==> config.mk <==
export PLATFORM = sky130hd
export DESIGN_NAME = itemFifo
export DESIGN_NICKNAME = d
export VERILOG_FILES = /design/src/source/itemFifo.sv
export VERILOG_INCLUDE_DIRS = /design/src /design/src/source
export SDC_FILE = /design/constraint.sdc
export NUM_CORES = 1
export LEC_CHECK = 0
export ABC_AREA = 1
export BUFFER_PORTS_ARGS = -buffer_cell sky130_fd_sc_hd__buf_2
export CELL_PAD_IN_SITES_DETAIL_PLACEMENT = 1
export CELL_PAD_IN_SITES_GLOBAL_PLACEMENT = 1
export CORE_MARGIN = 5
export CORE_UTILIZATION = 47
export DETAILED_ROUTE_END_ITERATION = 7
export HOLD_SLACK_MARGIN = 0.12
export PLACE_DENSITY_LB_ADDON = 0.1
export SYNTH_ARGS = -nofsm -noshare
export SYNTH_HDL_FRONTEND = slang
export SYNTH_SLANG_ARGS = --single-unit
==> constraint.sdc <==
create_clock -name clk -period 2.15 [get_ports clk]
set_input_delay 0.5375 -clock clk [delete_from_list [all_inputs] [get_ports clk]]
set_output_delay 0.5375 -clock clk [all_outputs]
set_load 0.005 [all_outputs]
==> src/source/botPermuter_cfg.svh <==
`ifndef BOT_PERMUTER_CFG_SVH
`define BOT_PERMUTER_CFG_SVH

// Bot geometry
`define BOT_BYTES 16
`define BOT_BITS 128

// Variables a, b, c, d
`define NUM_VARS 4

// One mask bit per ordering of the four variables
`define NUM_ORDERINGS 24

// Queue address width, 32 entries
`define FIFO_DEPTH_LOG2 5

// almostFull rises with this many free entries or fewer
`define ALMOST_FULL_MARGIN 4

`endif

==> src/source/itemFifo.sv <==
`timescale 1ns/1ps
`default_nettype none

`include "botPermuter_cfg.svh"

module itemFifo #(
    parameter type payloadT = logic
) (
    input  logic    clk,
    input  logic    rst,

    input  logic    write,
    input  payloadT dataIn,

    input  logic    pop,
    output payloadT head,

    output logic    empty,
    output logic    almostFull
);

    localparam logic [`FIFO_DEPTH_LOG2:0] fifoDepth = 1 << `FIFO_DEPTH_LOG2;
    localparam logic [`FIFO_DEPTH_LOG2:0] afMargin = `ALMOST_FULL_MARGIN;

    payloadT storage [fifoDepth];

    logic [`FIFO_DEPTH_LOG2-1:0] writeAddr;
    logic [`FIFO_DEPTH_LOG2-1:0] readAddr;
    logic [`FIFO_DEPTH_LOG2:0] count;
    logic [`FIFO_DEPTH_LOG2:0] nextCount;
    logic [`FIFO_DEPTH_LOG2:0] freeEntries;
    logic full;
    logic doWrite;
    logic doPop;

    assign full = count == fifoDepth;
    assign empty = count == '0;
    assign doWrite = write && !full; // Overflow writes are dropped
    assign doPop = pop && !empty;

    assign head = storage[readAddr]; // First word falls through

    always_comb begin
        nextCount = count;
        if (doWrite && !doPop) begin
            nextCount = count + 1'b1;
        end else if (doPop && !doWrite) begin
            nextCount = count - 1'b1;
        end
    end

    assign freeEntries = fifoDepth - nextCount;

    always_ff @(posedge clk) begin
        if (doWrite) begin
            storage[writeAddr] <= dataIn;
        end
    end

    always_ff @(posedge clk) begin
        if (rst) begin
            writeAddr <= '0;
            readAddr <= '0;
            count <= '0;
            almostFull <= 1'b0;
        end else begin
            if (doWrite) begin
                writeAddr <= writeAddr + 1'b1; // Wraps at depth
            end
            if (doPop) begin
                readAddr <= readAddr + 1'b1;
            end
            count <= nextCount;
            almostFull <= freeEntries <= afMargin;
        end
    end

endmodule

`default_nettype wire

==> flow_summary.yaml <==
sta:
  timing.fmax_ghz: 0.4382
  post-route-period-util_pct: 106.1
  rsz0062_at_grt: "true"
  period_needed_ns: 2.282
  hold_slack_ns: 0.5046
  final_hold_viol_count: 0
  skew_ns: 0.006137
  tightest_slew_ns: 0.4916
  drv_slew: 0
  setup_slack_ns: -0.1319
  relSlewSlack_pct: 67.23
  setup_violations: 1
synth:
  avgSynthCellArea_um2: 8.567
  seq_area_frac_synth_pct: 54.34
  yosysWarnings: 0
  synth_cell_types: 26
  syn_inst: 301
  ys_seq_elements: 54
  syn_nets: 314
  netlist_area_um2: 2579
setup_path:
  cpLargestDelayFamily: "compound AO/OA/AOI/OAI gates"
  timing.reg2reg.setup_slack_ns: 0.23
  path_class: "reg -> out"
  crit_path_top_delay_cell: "dfxtp_4"
  reg2regPathDepth: 15
  crit_required_ns: 1.61
  crit_buf_inv: 3
  cp.depth: 9
  slowest_delay_ns: 0.38
  cp.arrival_ns: 1.74
  critPathLaunchType: "flip-flop"
  regToRegStartpoint: "count[1]$_SDFF_PP0_"
  cp_cell_sequence: "inv_6 > buf_12 > o21ai_0 > o221ai_1 > nand3_1 > o21ai_1 > nor2_1 > a21oi_1 > buf_2"
  r2r-end: "almostFull$_SDFF_PP0_"
  cp-endpoint: "head"
  endpoint_kind: "primary output"
  worstPathMaxFanout: 8
global_route:
  grt_overflow: 0
  grt_max_degree: 33
  grt_pass1_vias: 2125
  grt_pass1_wl_um: 10620
  grt_util_all_layers_pct: 18.71
  antenna_found_initial: 0
clock_tree:
  cts_hold_buffers: 0
  clock_latency_ns: 0.30
  root_buffer: "clkbuf_8"
  htreeDepth: 2
  cts_buffer_depth: 2
  cts.clk_slew.worst_paths_ns: 0.09
  clock-sinks: 54
  cts_made_buffers: 5
  cts_tree: "yes"
pwr:
  power_density_nw_per_um2: 1082
  ir_drop_mv: 0.5098
  p_total_uw: 3202
  p_leak_uw: 0.001173
run_status:
  status: "finished with violations"
  violations: "setup timing"
final_layout:
  syn_to_final_growth_pct: 14.80
  n_antenna_cell: 0
  layout.nets: 335
  fill_cells: 652
  drive_gt1_share_pct: 14.24
drt:
  detail-route-antenna-nets: 0
  via_per_inst: 5.354
  drt-pass1-iter-count: 4
  routed_wl_um: 6432
  via_count: 2115
  drcViolationCount: 0
  wl_per_cell_um: 16.28
  drt-initial-drc-count: 112
placement:
  hpwl_um: 4545
  gp_congestion: 0.7554
  port_buffers: 7
hold_path:
  hold_path.class: "in -> reg"
flow_run:
  cap_violations: 0
die:
  die_y_um: 84.07
  chipWidth_um: 84.07
  rows: 27
  design.core.area_um2: 5405
  ioPinCount: 8
  start_util_pct: 47.71
  die-area_um2: 7068
==> registers in the layout, summed over array words and instances, names as in the netlist, named ones only <==
| register | count |
|---|---|
| count | 6 |
| storage | 32 |
| readAddr | 5 |
| writeAddr | 5 |
| almostFull | 1 |
==> cells in the final DEF, fill, tap and decap left out, types with 7 or more instances in the layout <==
master,Yosys,final
nor2_1,70,66
nand2_1,44,44
edfxtp_1,32,32
inv_1,29,27
nand3_1,25,25
o21ai_0,30,21
dfxtp_1,22,19
a21oi_1,11,11
buf_4,1,9
ha_1,8,8
o21ai_1,0,7
buf_2,1,7
==> cells by family (layout without fill, tap and decap cells) <==
| family | count (synthesis) | count (layout) | share of synthesized area [%] |
|---|---|---|---|
| AOI/OAI and AO/OA | 50 | 50 | 10.53 |
| xor gates and xnor gates | 3 | 3 | 1.019 |
| adders and majority gates | 8 | 8 | 3.882 |
| buffers and inverters | 36 | 58 | 5.725 |
| DFF | 54 | 54 | 54.34 |
| and+or+nand+nor | 150 | 150 | 24.50 |
==> cell type report <==
class | instances | area, um^2 | area share [%]
Sequential cell | 54 | 1410 | 47.63
Multi-Input combinational cell | 211 | 1060 | 35.80
Timing Repair Buffer | 20 | 172.7 | 5.833
Inverter | 30 | 117.6 | 3.973
Tap cell | 72 | 90.09 | 3.043
Clock buffer | 6 | 72.57 | 2.451
Clock inverter | 2 | 37.54 | 1.268
==> worst min-delay path by stage <==
stage | from | endpoint | cells after the start | slack, ns
6_report | rst | count[1]$_SDFF_PP0_ | 2 | 0.50
5_1_grt | rst | count[0]$_SDFF_PP0_ | 2 | 0.52
4_1_cts | rst | count[0]$_SDFF_PP0_ | 2 | 0.50
3_5_place_dp | readAddr[3]$_SDFFE_PP0N_ | readAddr[3]$_SDFFE_PP0N_ | 2 | 0.51
3_3_place_gp | readAddr[3]$_SDFFE_PP0N_ | readAddr[3]$_SDFFE_PP0N_ | 2 | 0.49
2_1_floorplan | readAddr[3]$_SDFFE_PP0N_ | flip-flop | 2 | 0.46
==> worst register-to-register path, cell delays in order, from the launching register on <==
cell and delay, ns:
dfxtp_2 0.40, inv_1 0.09, ha_1 0.22, nand2_1 0.08
nor2_1 0.04, nor2_2 0.21, buf_4 0.19, nand3_1 0.09
nand2_1 0.08, nand2_1 0.08, nand2_1 0.08, nor2_1 0.04
nand3_1 0.06, nand2_1 0.05, nand2_1 0.07, inv_1 0.03
==> power by group <==
part           leakage (uW)  internal, uW  switching [uW]
sequential         0.000469          1190             114
clock             0.0000514           348             322
combinational      0.000652           513             716
==> metal layers <==
metal	vias up	wire length, um	track usage, %
met3	10	298	2.468
li1	1045	-	-
met5	-	0	0
met2	51	2942	29.70
met4	0	106	5.702
met1	1009	3084	26.49
==> per-stage QoR <==
step	util, %	cells	setup slack (ns)	setup TNS [ns]	cell area [um^2]
2_1_floorplan	-	301	0.3232	0	2579
3_3_place_gp	50.72	382	0.1993	0	2741
3_5_place_dp	50.72	382	0.1476	0	2741
4_1_cts	54.17	394	-0.04160	-0.04160	2928
5_1_grt	54.77	395	-0.1898	-0.1898	2960
6_report	54.77	395	-0.1319	-0.1319	2960
==> synthesized netlist by cell type (all sizes together) <==
| master | number | area share, % |
|---|---|---|
| a21oi | 11 | 2.1 |
| a31oi | 1 | 0.24 |
| and3 | 1 | 0.24 |
| buf | 3 | 0.92 |
| clkbuf | 3 | 0.44 |
| dfxtp | 22 | 17 |
| edfxtp | 32 | 37 |
| ha | 8 | 3.9 |
| inv | 30 | 4.4 |
| nand2 | 46 | 7.1 |
| nand3 | 26 | 5.2 |
| nand4 | 2 | 0.49 |
| nor2 | 72 | 11 |
| nor3 | 3 | 0.58 |
| o21ai | 30 | 5.8 |
| o221ai | 4 | 1.4 |
| o22ai | 4 | 0.97 |
| xor2 | 3 | 1.0 |
==> what timing repair did <==
| item | in CTS | in global routing |
|---|---|---|
| setup endpoints to repair | 1 | 2 |
| resized for setup | 18 | 12 |
| cloned | 2 | 0 |
| setup buffers | 2 | 1 |
| pin swaps | 8 | 9 |
(Power assumes the default switching activity.)
