## src/source/botPermuter_cfg.svh

```systemverilog
`ifndef BOT_PERMUTER_CFG_SVH
`define BOT_PERMUTER_CFG_SVH

// Bot geometry
`define BOT_BYTES 16
`define BOT_BITS 128

// Variables a, b, c, d
`define NUM_VARS 4

// One mask bit per ordering of the four variables
`define NUM_ORDERINGS 24

// Queue address width, 32 entries
`define FIFO_DEPTH_LOG2 5

// almostFull rises with this many free entries or fewer
`define ALMOST_FULL_MARGIN 4

`endif

```

## src/source/botPermuterPkg.sv

```systemverilog
`default_nettype none

`include "botPermuter_cfg.svh"

package botPermuterPkg;

    typedef logic [`BOT_BYTES-1:0][7:0] botT; // Byte j is subset j
    typedef logic [`NUM_ORDERINGS-1:0] maskT;
    typedef logic [4:0] orderingT; // 6*group + rank
    typedef logic [3:0] byteIdxT;

    typedef struct packed {
        maskT mask;
        logic last;
    } maskEntryT;

    typedef struct packed {
        logic valid;
        orderingT ordering;
        logic endsBatch;
    } selectionT;

    // Old variable found at each new position, a=0 .. d=3
    // Group is the first letter, rank orders the other three lexicographically
    localparam logic [1:0] orderingTable [`NUM_ORDERINGS][`NUM_VARS] = '{
        '{2'd0, 2'd1, 2'd2, 2'd3}, // abcd
        '{2'd0, 2'd1, 2'd3, 2'd2},
        '{2'd0, 2'd2, 2'd1, 2'd3},
        '{2'd0, 2'd2, 2'd3, 2'd1},
        '{2'd0, 2'd3, 2'd1, 2'd2},
        '{2'd0, 2'd3, 2'd2, 2'd1},
        '{2'd1, 2'd0, 2'd2, 2'd3}, // bacd
        '{2'd1, 2'd0, 2'd3, 2'd2},
        '{2'd1, 2'd2, 2'd0, 2'd3},
        '{2'd1, 2'd2, 2'd3, 2'd0},
        '{2'd1, 2'd3, 2'd0, 2'd2},
        '{2'd1, 2'd3, 2'd2, 2'd0},
        '{2'd2, 2'd0, 2'd1, 2'd3}, // cabd
        '{2'd2, 2'd0, 2'd3, 2'd1},
        '{2'd2, 2'd1, 2'd0, 2'd3},
        '{2'd2, 2'd1, 2'd3, 2'd0},
        '{2'd2, 2'd3, 2'd0, 2'd1},
        '{2'd2, 2'd3, 2'd1, 2'd0},
        '{2'd3, 2'd0, 2'd1, 2'd2}, // dabc
        '{2'd3, 2'd0, 2'd2, 2'd1},
        '{2'd3, 2'd1, 2'd0, 2'd2},
        '{2'd3, 2'd1, 2'd2, 2'd0},
        '{2'd3, 2'd2, 2'd0, 2'd1},
        '{2'd3, 2'd2, 2'd1, 2'd0}
    };

endpackage

`default_nettype wire

```

## src/source/selectionWalker.sv

```systemverilog
`timescale 1ns/1ps
`default_nettype none

`include "botPermuter_cfg.svh"

module selectionWalker (
    input  logic                      clk,
    input  logic                      rst,

    input  botPermuterPkg::maskEntryT maskHead,
    input  logic                      maskEmpty,

    input  logic                      slowDown,

    output logic                      pop,
    output botPermuterPkg::selectionT selection
);

    localparam int numGroups = `NUM_VARS;
    localparam int numRanks = `NUM_ORDERINGS / `NUM_VARS;

    botPermuterPkg::maskT remaining;
    botPermuterPkg::maskT remainingAfter;
    botPermuterPkg::orderingT nextOrdering;
    logic lastFlag;
    logic loaded;
    logic found;
    logic itemDone;
    logic headIsEmptyMask;

    // Rank is the major key, group the minor one
    always_comb begin
        found = 1'b0;
        nextOrdering = '0;
        for (int r = 0; r < numRanks; r++) begin
            for (int g = 0; g < numGroups; g++) begin
                if (!found && remaining[numRanks * g + r]) begin
                    found = 1'b1;
                    nextOrdering = botPermuterPkg::orderingT'(numRanks * g + r);
                end
            end
        end
    end

    assign remainingAfter = remaining & ~(botPermuterPkg::maskT'(1) << nextOrdering);
    assign itemDone = remainingAfter == '0;

    // Item with nothing requested is retired straight from the head
    assign headIsEmptyMask = !maskEmpty && maskHead.mask == '0;

    always_comb begin
        selection = '0;
        pop = 1'b0;
        if (!slowDown) begin
            if (loaded) begin
                selection.valid = found;
                selection.ordering = nextOrdering;
                selection.endsBatch = itemDone && lastFlag;
                pop = itemDone; // Frees both queue heads
            end else if (headIsEmptyMask) begin
                selection.endsBatch = maskHead.last; // No output, batch still ends
                pop = 1'b1;
            end
        end
    end

    always_ff @(posedge clk) begin
        if (rst) begin
            loaded <= 1'b0;
            remaining <= '0;
            lastFlag <= 1'b0;
        end else if (!slowDown) begin
            if (loaded) begin
                remaining <= remainingAfter;
                loaded <= !itemDone;
            end else if (!maskEmpty && !headIsEmptyMask) begin
                remaining <= maskHead.mask;
                lastFlag <= maskHead.last;
                loaded <= 1'b1;
            end
        end
    end

endmodule

`default_nettype wire

```

## config.mk

```make
export PLATFORM = sky130hd
export DESIGN_NAME = selectionWalker
export DESIGN_NICKNAME = d
export VERILOG_FILES = /design/src/source/botPermuterPkg.sv /design/src/source/selectionWalker.sv
export VERILOG_INCLUDE_DIRS = /design/src /design/src/source
export SDC_FILE = /design/constraint.sdc
export NUM_CORES = 1
export LEC_CHECK = 0
export BUFFER_PORTS_ARGS = -buffer_cell sky130_fd_sc_hd__buf_2
export CAP_MARGIN = 20
export CELL_PAD_IN_SITES_DETAIL_PLACEMENT = 1
export CELL_PAD_IN_SITES_GLOBAL_PLACEMENT = 2
export CORE_MARGIN = 4
export CORE_UTILIZATION = 27
export DETAILED_ROUTE_END_ITERATION = 8
export PLACE_DENSITY = 0.76
export SYNTH_ARGS = -nofsm -noshare
export SYNTH_HDL_FRONTEND = slang
export SYNTH_SLANG_ARGS = --single-unit
```

## constraint.sdc

```tcl
create_clock -name clk -period 2 [get_ports clk]
set_clock_uncertainty 0.1 [all_clocks]
set_input_delay 0 -clock clk [delete_from_list [all_inputs] [get_ports clk]]
set_output_delay 0 -clock clk [all_outputs]
set_load 0.05 [all_outputs]
```

==> metrics.yaml, run 1 <==
grt:
  grt_pass1_vias: 2864
  grt_max_degree: 27
  grt-ovfl-total: 0
  grt_pass1_wl_mm: 14.5
  grt_use_total_pct: 20.7
  antenna_found_initial: 0
critical_path:
  worstPathRequired_ns: 1.90
  r2r_setup_slack_ns: -0.50
  critPathSlowestCell: "or4_4"
  reg2reg_to: "remaining[22]"
  rr_worst_depth: 9
  worstSetupEndpointType: "output pin"
  timing.rr.start: "remaining[15]"
  startpoint_type: "flop"
  crit_path_max_fanout: 3
  slowest_delay_ns: 0.54
  critical_path_class: "flop to output pin"
  cp_data_arrival_time_ns: 2.63
  cp_cell_sequence: "buf_6 > nor4_4 > or2b_1 > or4_4 > o211ai_4 > o211ai_4 > a21oi_4 > buf_6"
synth:
  synth_top_flop_cell: "dfxtp_1"
  ys_async_sr_fraction_pct: 0
  ys_warn_count: 0
  ys_seq_area_share_pct: 26.3
  synth.cell_area_mm2: 0.00198
  syn_area_per_cell_um2: 6.93
  synth_edf_count: 0
  syn-instance-count: 286
  syn_nets: 315
  synthDistinctLibCells: 55
  ys_ff_latch: 26
hold_path:
  hold_class: "primary input to flop"
  hold_path_startpoint: "rst"
  hold-path-cell-count: 2
  min_to: "remaining[2]"
clock_network:
  clkSinkCount: 26
  cts_made_buffers: 3
  cts-root-buf: "clkbuf_8"
  clkTransAtPathRegs_ns: 0.11
  cts_tree: "yes"
  clock_latency_ns: 0.29
  htree_levels: 1
  clk_path_buf_depth: 2
floorplanning:
  io_pins: 37
  die-height_um: 93.7
  initial_core_util_pct: 28.5
  row_count: 30
  die_width_um: 93.7
  die_area_mm2: 0.00878
  coreArea_mm2: 0.00694
routing:
  ant_nets: 0
  drcViolationCount: 0
  firstDrtPassIters: 4
  initialDrtViolationCount: 262
  vias: 2791
  wl_mm: 9.95
  post_drt_wl_per_cell_um: 19.6
  avgViaCountPerCell: 5.49
final_layout:
  instances_no_fill: 508
  diodes: 0
  nFillCells: 829
  area_growth_pct: 80.2
  final_layout_size_suffix_gt1_share_pct: 44.9
  fin_util_pct: 51.4
  final_cell_mix: "buf_4, a21oi_1, nand2_1"
  nets: 442
  final_common_cell: "buf_4"
outcome:
  violations: "negative setup slack"
  status: "finished, violations left"
timing:
  tns_ns: -7.06
  hold_viol_final: 0
  timing.fmax_mhz: 367
  hold_ws_ns: 0.0846
  min_period_over_period_pct: 136
  max_slew.worst_pin.slew_ns: 0.636
  slew_headroom_pct: 57.2
  setup_ws_ns: -0.727
  slew_violations: 0
  setup_viol: 18
  grt_setup_unrepaired: "yes"
  final.min_clock_period_ns: 2.73
power_and_ir_drop:
  swShare_pct: 36.4
  cellLeakagePower_nw: 1.41
  p_per_area_mw_per_mm2: 604
  p_sw_uw: 786
  clockPowerShare_pct: 21.4
  ir_worst_vdd_v: 0.000416
  comb_power_share_pct: 52.1
  p_seq_share_pct: 26.5
  internal_power_mw: 1.37
placed_design:
  gp_congestion: 0.866
  dp_hpwl_mm: 6.70
  port-buffer-count: 36
  dp_slack_ns: -0.389
  dp.cells: 464
job:
  cap_violations: 0
-- cell type report --
type / count / area, µm² / area share (%)
Clock buffer: 3 / 41.3 / 1.16
Clock inverter: 1 / 30.0 / 0.841
Inverter: 3 / 11.3 / 0.315
Multi-Input combinational cell: 230 / 1630 / 45.5
Sequential cell: 26 / 536 / 15.0
Tap cell: 96 / 120 / 3.36
Timing Repair Buffer: 149 / 1210 / 33.8
-- kinds of logic (layout without fill, tap and decap cells) --
family / count (synthesis) / in the layout / share of synthesized area (%)
flops: 26 / 26 / 26.3
buf+inv: 30 / 156 / 7.64
compound gates: 100 / 100 / 30.1
simple gates: 128 / 128 / 35.0
fa+ha+maj: 1 / 1 / 0.505
mux: 1 / 1 / 0.505
-- routing by layer --
metal | up-vias | wire length [µm] | global-route usage (%)
met5 | - | 0 | 0
met4 | 0 | 311 | 4.57
met3 | 28 | 463 | 1.52
met2 | 99 | 5140 | 39.3
met1 | 1354 | 4040 | 25.2
li1 | 1310 | - | -
-- worst max-delay path, delay by kind of cell (launching register included) --
kind / cells / cell delay (ns)
and+or+nand+nor: 3 / 1.15
buffers and inverters: 2 / 0.30
AOI/OAI and AO/OA: 3 / 0.55
DFF: 1 / 0.36
-- registers in the layout (all words and copies together), names as in the netlist --
register and count:
lastFlag 1, loaded 1, remaining 24
-- power by group through the flow --
stage               registers [mW]  logic, mW  clock network, mW
floorplan                    0.572      0.463                  0
global placement             0.578      0.816                  0
detailed placement           0.579      0.832                  0
CTS                          0.568      0.973              0.454
global route                 0.574       1.19              0.478
finish                       0.571       1.12              0.462
-- cell usage after synthesis, types with 2 or more instances --
cell      count  area, µm²
a211oi_1      3       22.5
a21oi_1      41        205
a221oi_1      3       26.3
a31oi_1       7       43.8
and2_1        7       43.8
buf_1         2       7.51
buf_2         3       15.0
buf_6         4       45.0
clkbuf_1     16       60.1
dfxtp_1      26        521
inv_1         2       7.51
nand2_1      34        128
nand3_1       4       20.0
nand3b_1      2       15.0
nand4_1       6       37.5
nand4b_1      2       17.5
nor2_1       30        113
nor3_1       12       60.1
nor3b_1       2       15.0
nor4_1       10       62.6
nor4_4        2       42.5
o211ai_1      2       15.0
o211ai_2      2       25.0
o21a_1        3       22.5
o21ai_0      26        130
o21ai_1       3       15.0
or4_1         4       30.0
-- worst max-delay path by stage --
| stage | startpoint | end | slack (ns) | cells past startpoint |
|---|---|---|---|---|
| after floorplan | remaining[12] | selection[0] | -0.27 | 7 |
| after global placement | remaining[12] | selection[0] | -0.30 | 7 |
| after detailed placement | remaining[6] | selection[0] | -0.39 | 7 |
| after CTS | remaining[2] | selection[0] | -0.51 | 7 |
| after global routing | remaining[15] | selection[0] | -0.80 | 8 |
| final | remaining[15] | selection[0] | -0.73 | 8 |
-- stage by stage --
step | instance area [µm²] | power, mW
6_report | 3570 | 2.16
5_1_grt | 3570 | 2.24
4_1_cts | 3390 | 2.00
3_5_place_dp | 2860 | 1.41
3_3_place_gp | 2860 | 1.39
2_1_floorplan | 2130 | 1.04
-- timing repair --
action                                  4_1_cts  5_1_grt
hold endpoints to repair                     25        0
buffers inserted                              8        8
endpoints found under the setup margin       20       34
gates cloned                                  0        0
hold buffers                                 25        0
gates resized for setup                      40       41
pin swaps                                    10       23
Power figures use the tool's default switching activity.
==> run 2, diff against run 1 <==
Settings changed: PLACE_DENSITY 0.76 to default, PLACE_DENSITY_LB_ADDON from default to 0.1.
==> metrics.yaml, run 2 (synthesis results as in run 1) <==
clock_network:
  clkTransAtPathRegs_ns: 0.09  # -0.02 ns
  cts_tree: "yes"
  htree_levels: 1  # unchanged
  cts-root-buf: "clkbuf_8"
  clkSinkCount: 26  # unchanged
  clock_latency_ns: 0.27  # -0.02 ns
  cts_made_buffers: 3  # unchanged
  clk_path_buf_depth: 2  # unchanged
critical_path:
  startpoint_type: "flop"
  worstSetupEndpointType: "output pin"
  crit_path_max_fanout: 6  # +3
  worstPathRequired_ns: 1.90  # about the same
  critical_path_class: "flop to output pin"
  critical-path-top-delay-family: "simple AND/OR/NAND/NOR gates"
  slowest_delay_ns: 0.37  # -0.17 ns
  cp_data_arrival_time_ns: 2.36  # -0.27 ns
  cp_cell_sequence: "nor4_4 > buf_4 > and4_4 > buf_12 > buf_4 > o211ai_1 > o211ai_4 > o211ai_4 > a21oi_4 > buf_6"
  crit_buf_inv: 4  # +2
  critPathSlowestCell: "dfxtp_1"
timing:
  hold_viol_final: 0  # unchanged
  setup_ws_ns: -0.465  # +0.263 ns
  setup_viol: 18  # unchanged
  timing.fmax_mhz: 406  # +11%
  grt_setup_unrepaired: "yes"
  final.min_clock_period_ns: 2.46  # -0.263 ns
  max_slew.worst_pin.slew_ns: 0.606  # -0.0299 ns
  slew_headroom_pct: 59.2  # +2.0 points
  min_period_over_period_pct: 123  # -13 points
  slew_violations: 0  # unchanged
routing:
  ant_nets: 0  # unchanged
  wl_met3_um: 279  # -40%
  post_drt_wl_per_cell_um: 18.2  # -7.2%
  drcViolationCount: 0  # unchanged
  initialDrtViolationCount: 173  # -34%
  wl_mm: 9.09  # -8.7%
  vias: 2617  # -6.2%
  routed-wl-met2_mm: 4.41  # -14%
  met1_length_mm: 4.29  # +6.2%
  avgViaCountPerCell: 5.23  # -4.7%
  firstDrtPassIters: 4  # unchanged
  highest_layer: "met4"
final_layout:
  area_growth_pct: 76.4
  nets: 434  # -1.8%
  instances_no_fill: 500  # -1.6%
  final_layout_size_suffix_gt1_share_pct: 44.3  # -0.60 points
  reg.largest.list: "remaining x24, lastFlag x1, loaded x1"
  largest_reg_flops: 24  # unchanged
  top_register: "remaining"
  fin_area_mm2: 0.00350  # -2.1%
  fin_util_pct: 50.3  # -1.1 points
  diodes: 0  # unchanged
  final_common_cell: "buf_4"
  final_cell_mix: "buf_4, a21oi_1, nand2_1"
outcome:
  violations: "negative setup slack"
  status: "finished, violations left"
floorplanning:
  die_width_um: 93.7  # unchanged
  die-height_um: 93.7  # unchanged
  initial_core_util_pct: 28.5  # unchanged
  row_count: 30  # unchanged
  die_area_mm2: 0.00878  # unchanged
  coreArea_mm2: 0.00694  # unchanged
  io_pins: 37  # unchanged
power_and_ir_drop:
  total_power_mw: 1.98  # -8.0%
  cellLeakagePower_nw: 1.36  # -3.4%
  ir_worst_vdd_v: 0.000328  # -21%
  p_per_area_mw_per_mm2: 567  # -6.0%
placed_design:
  port-buffer-count: 36  # unchanged
  dp_hpwl_mm: 6.86  # +2.5%
  dp.cells: 461  # -0.65%
  placed_area_mm2: 0.00284  # -0.79%
  gp_congestion: 0.940  # +8.6%
grt:
  antenna_found_initial: 0  # unchanged
  grt_pass1_wl_mm: 14.3  # -1.2%
  grt_pass1_vias: 2761  # -3.6%
  grt_use_total_pct: 20.4  # -0.28 points
  grt-ovfl-total: 0  # unchanged
  grt_max_degree: 27  # unchanged
job:
  cap_violations: 0  # unchanged
hold_path:
  hold_class: "primary input to flop"
==> run 2: cell count changes in the layout (fill, tap and decap cells not counted), moves of 2 or more <==
cell / previous run / this run
buf_6: 17 / 9
o21ai_0: 17 / 12
o21ai_2: 3 / 8
dfxtp_1: 18 / 21
dfxtp_4: 2 / 0
nand2_1: 32 / 30
nand2_2: 2 / 4
==> run 2: metrics by stage <==
stage	hold slack, ns	TNS (ns)	setup slack [ns]
final	0.0922	-4.65	-0.465
after global routing	0.111	-6.70	-0.588
after CTS	0.0912	-4.80	-0.482
after detailed placement	0.161	-4.15	-0.348
after global placement	0.160	-3.30	-0.301
after floorplan	0.0360	-1.89	-0.271
==> run 2: what timing repair did <==
action | CTS | global route
hold endpoints to repair | 25 | 0
resized for setup | 48 | 31
setup endpoints to repair | 22 | 34
cloned | 0 | 1
hold buffers | 25 | 0
buffers inserted | 2 | 8
pin swaps | 6 | 19
==> run 2: path summary, 6_finish.rpt <==
check | startpoint | endpoint | slack [ns] | cells after the start
max reg2reg | remaining[8] | remaining[16] | -0.25 | 11
min reg2reg | lastFlag | lastFlag | 0.39 | 2
max | remaining[8] | selection[0] | -0.46 | 10
min | rst | lastFlag | 0.09 | 2
==> run 2: per-layer routing <==
| layer | vias to the layer above | track usage, % |
|---|---|---|
| met4 | 0 | 2.29 |
| met2 | 52 | 36.0 |
| li1 | 1291 | - |
| met1 | 1266 | 27.7 |
| met3 | 8 | 2.08 |
| met5 | - | 0 |
==> run 2: layout make-up <==
class | instances | area, µm²
multi-input combinational | 230 | 1650
inverter | 3 | 11.3
fill | 858 | 3450
clock buffer | 4 | 55.1
tap | 96 | 120
timing repair buffer | 141 | 1130
sequential | 26 | 527
==> run 2: worst reg2reg max path: cells and delay by family (launching register included) <==
family | cells | cell delay, ns
AOI/OAI and AO/OA | 3 | 0.36
buffers and inverters | 5 | 0.66
DFF | 1 | 0.37
and+or+nand+nor | 3 | 0.64
==> run 2: report_power, final <==
group          total [mW]  switching, mW  leakage [nW]  internal (mW)
Sequential          0.573         0.0294         0.214          0.543
Combinational        1.07          0.538          1.12          0.532
Clock               0.340          0.164        0.0288          0.176
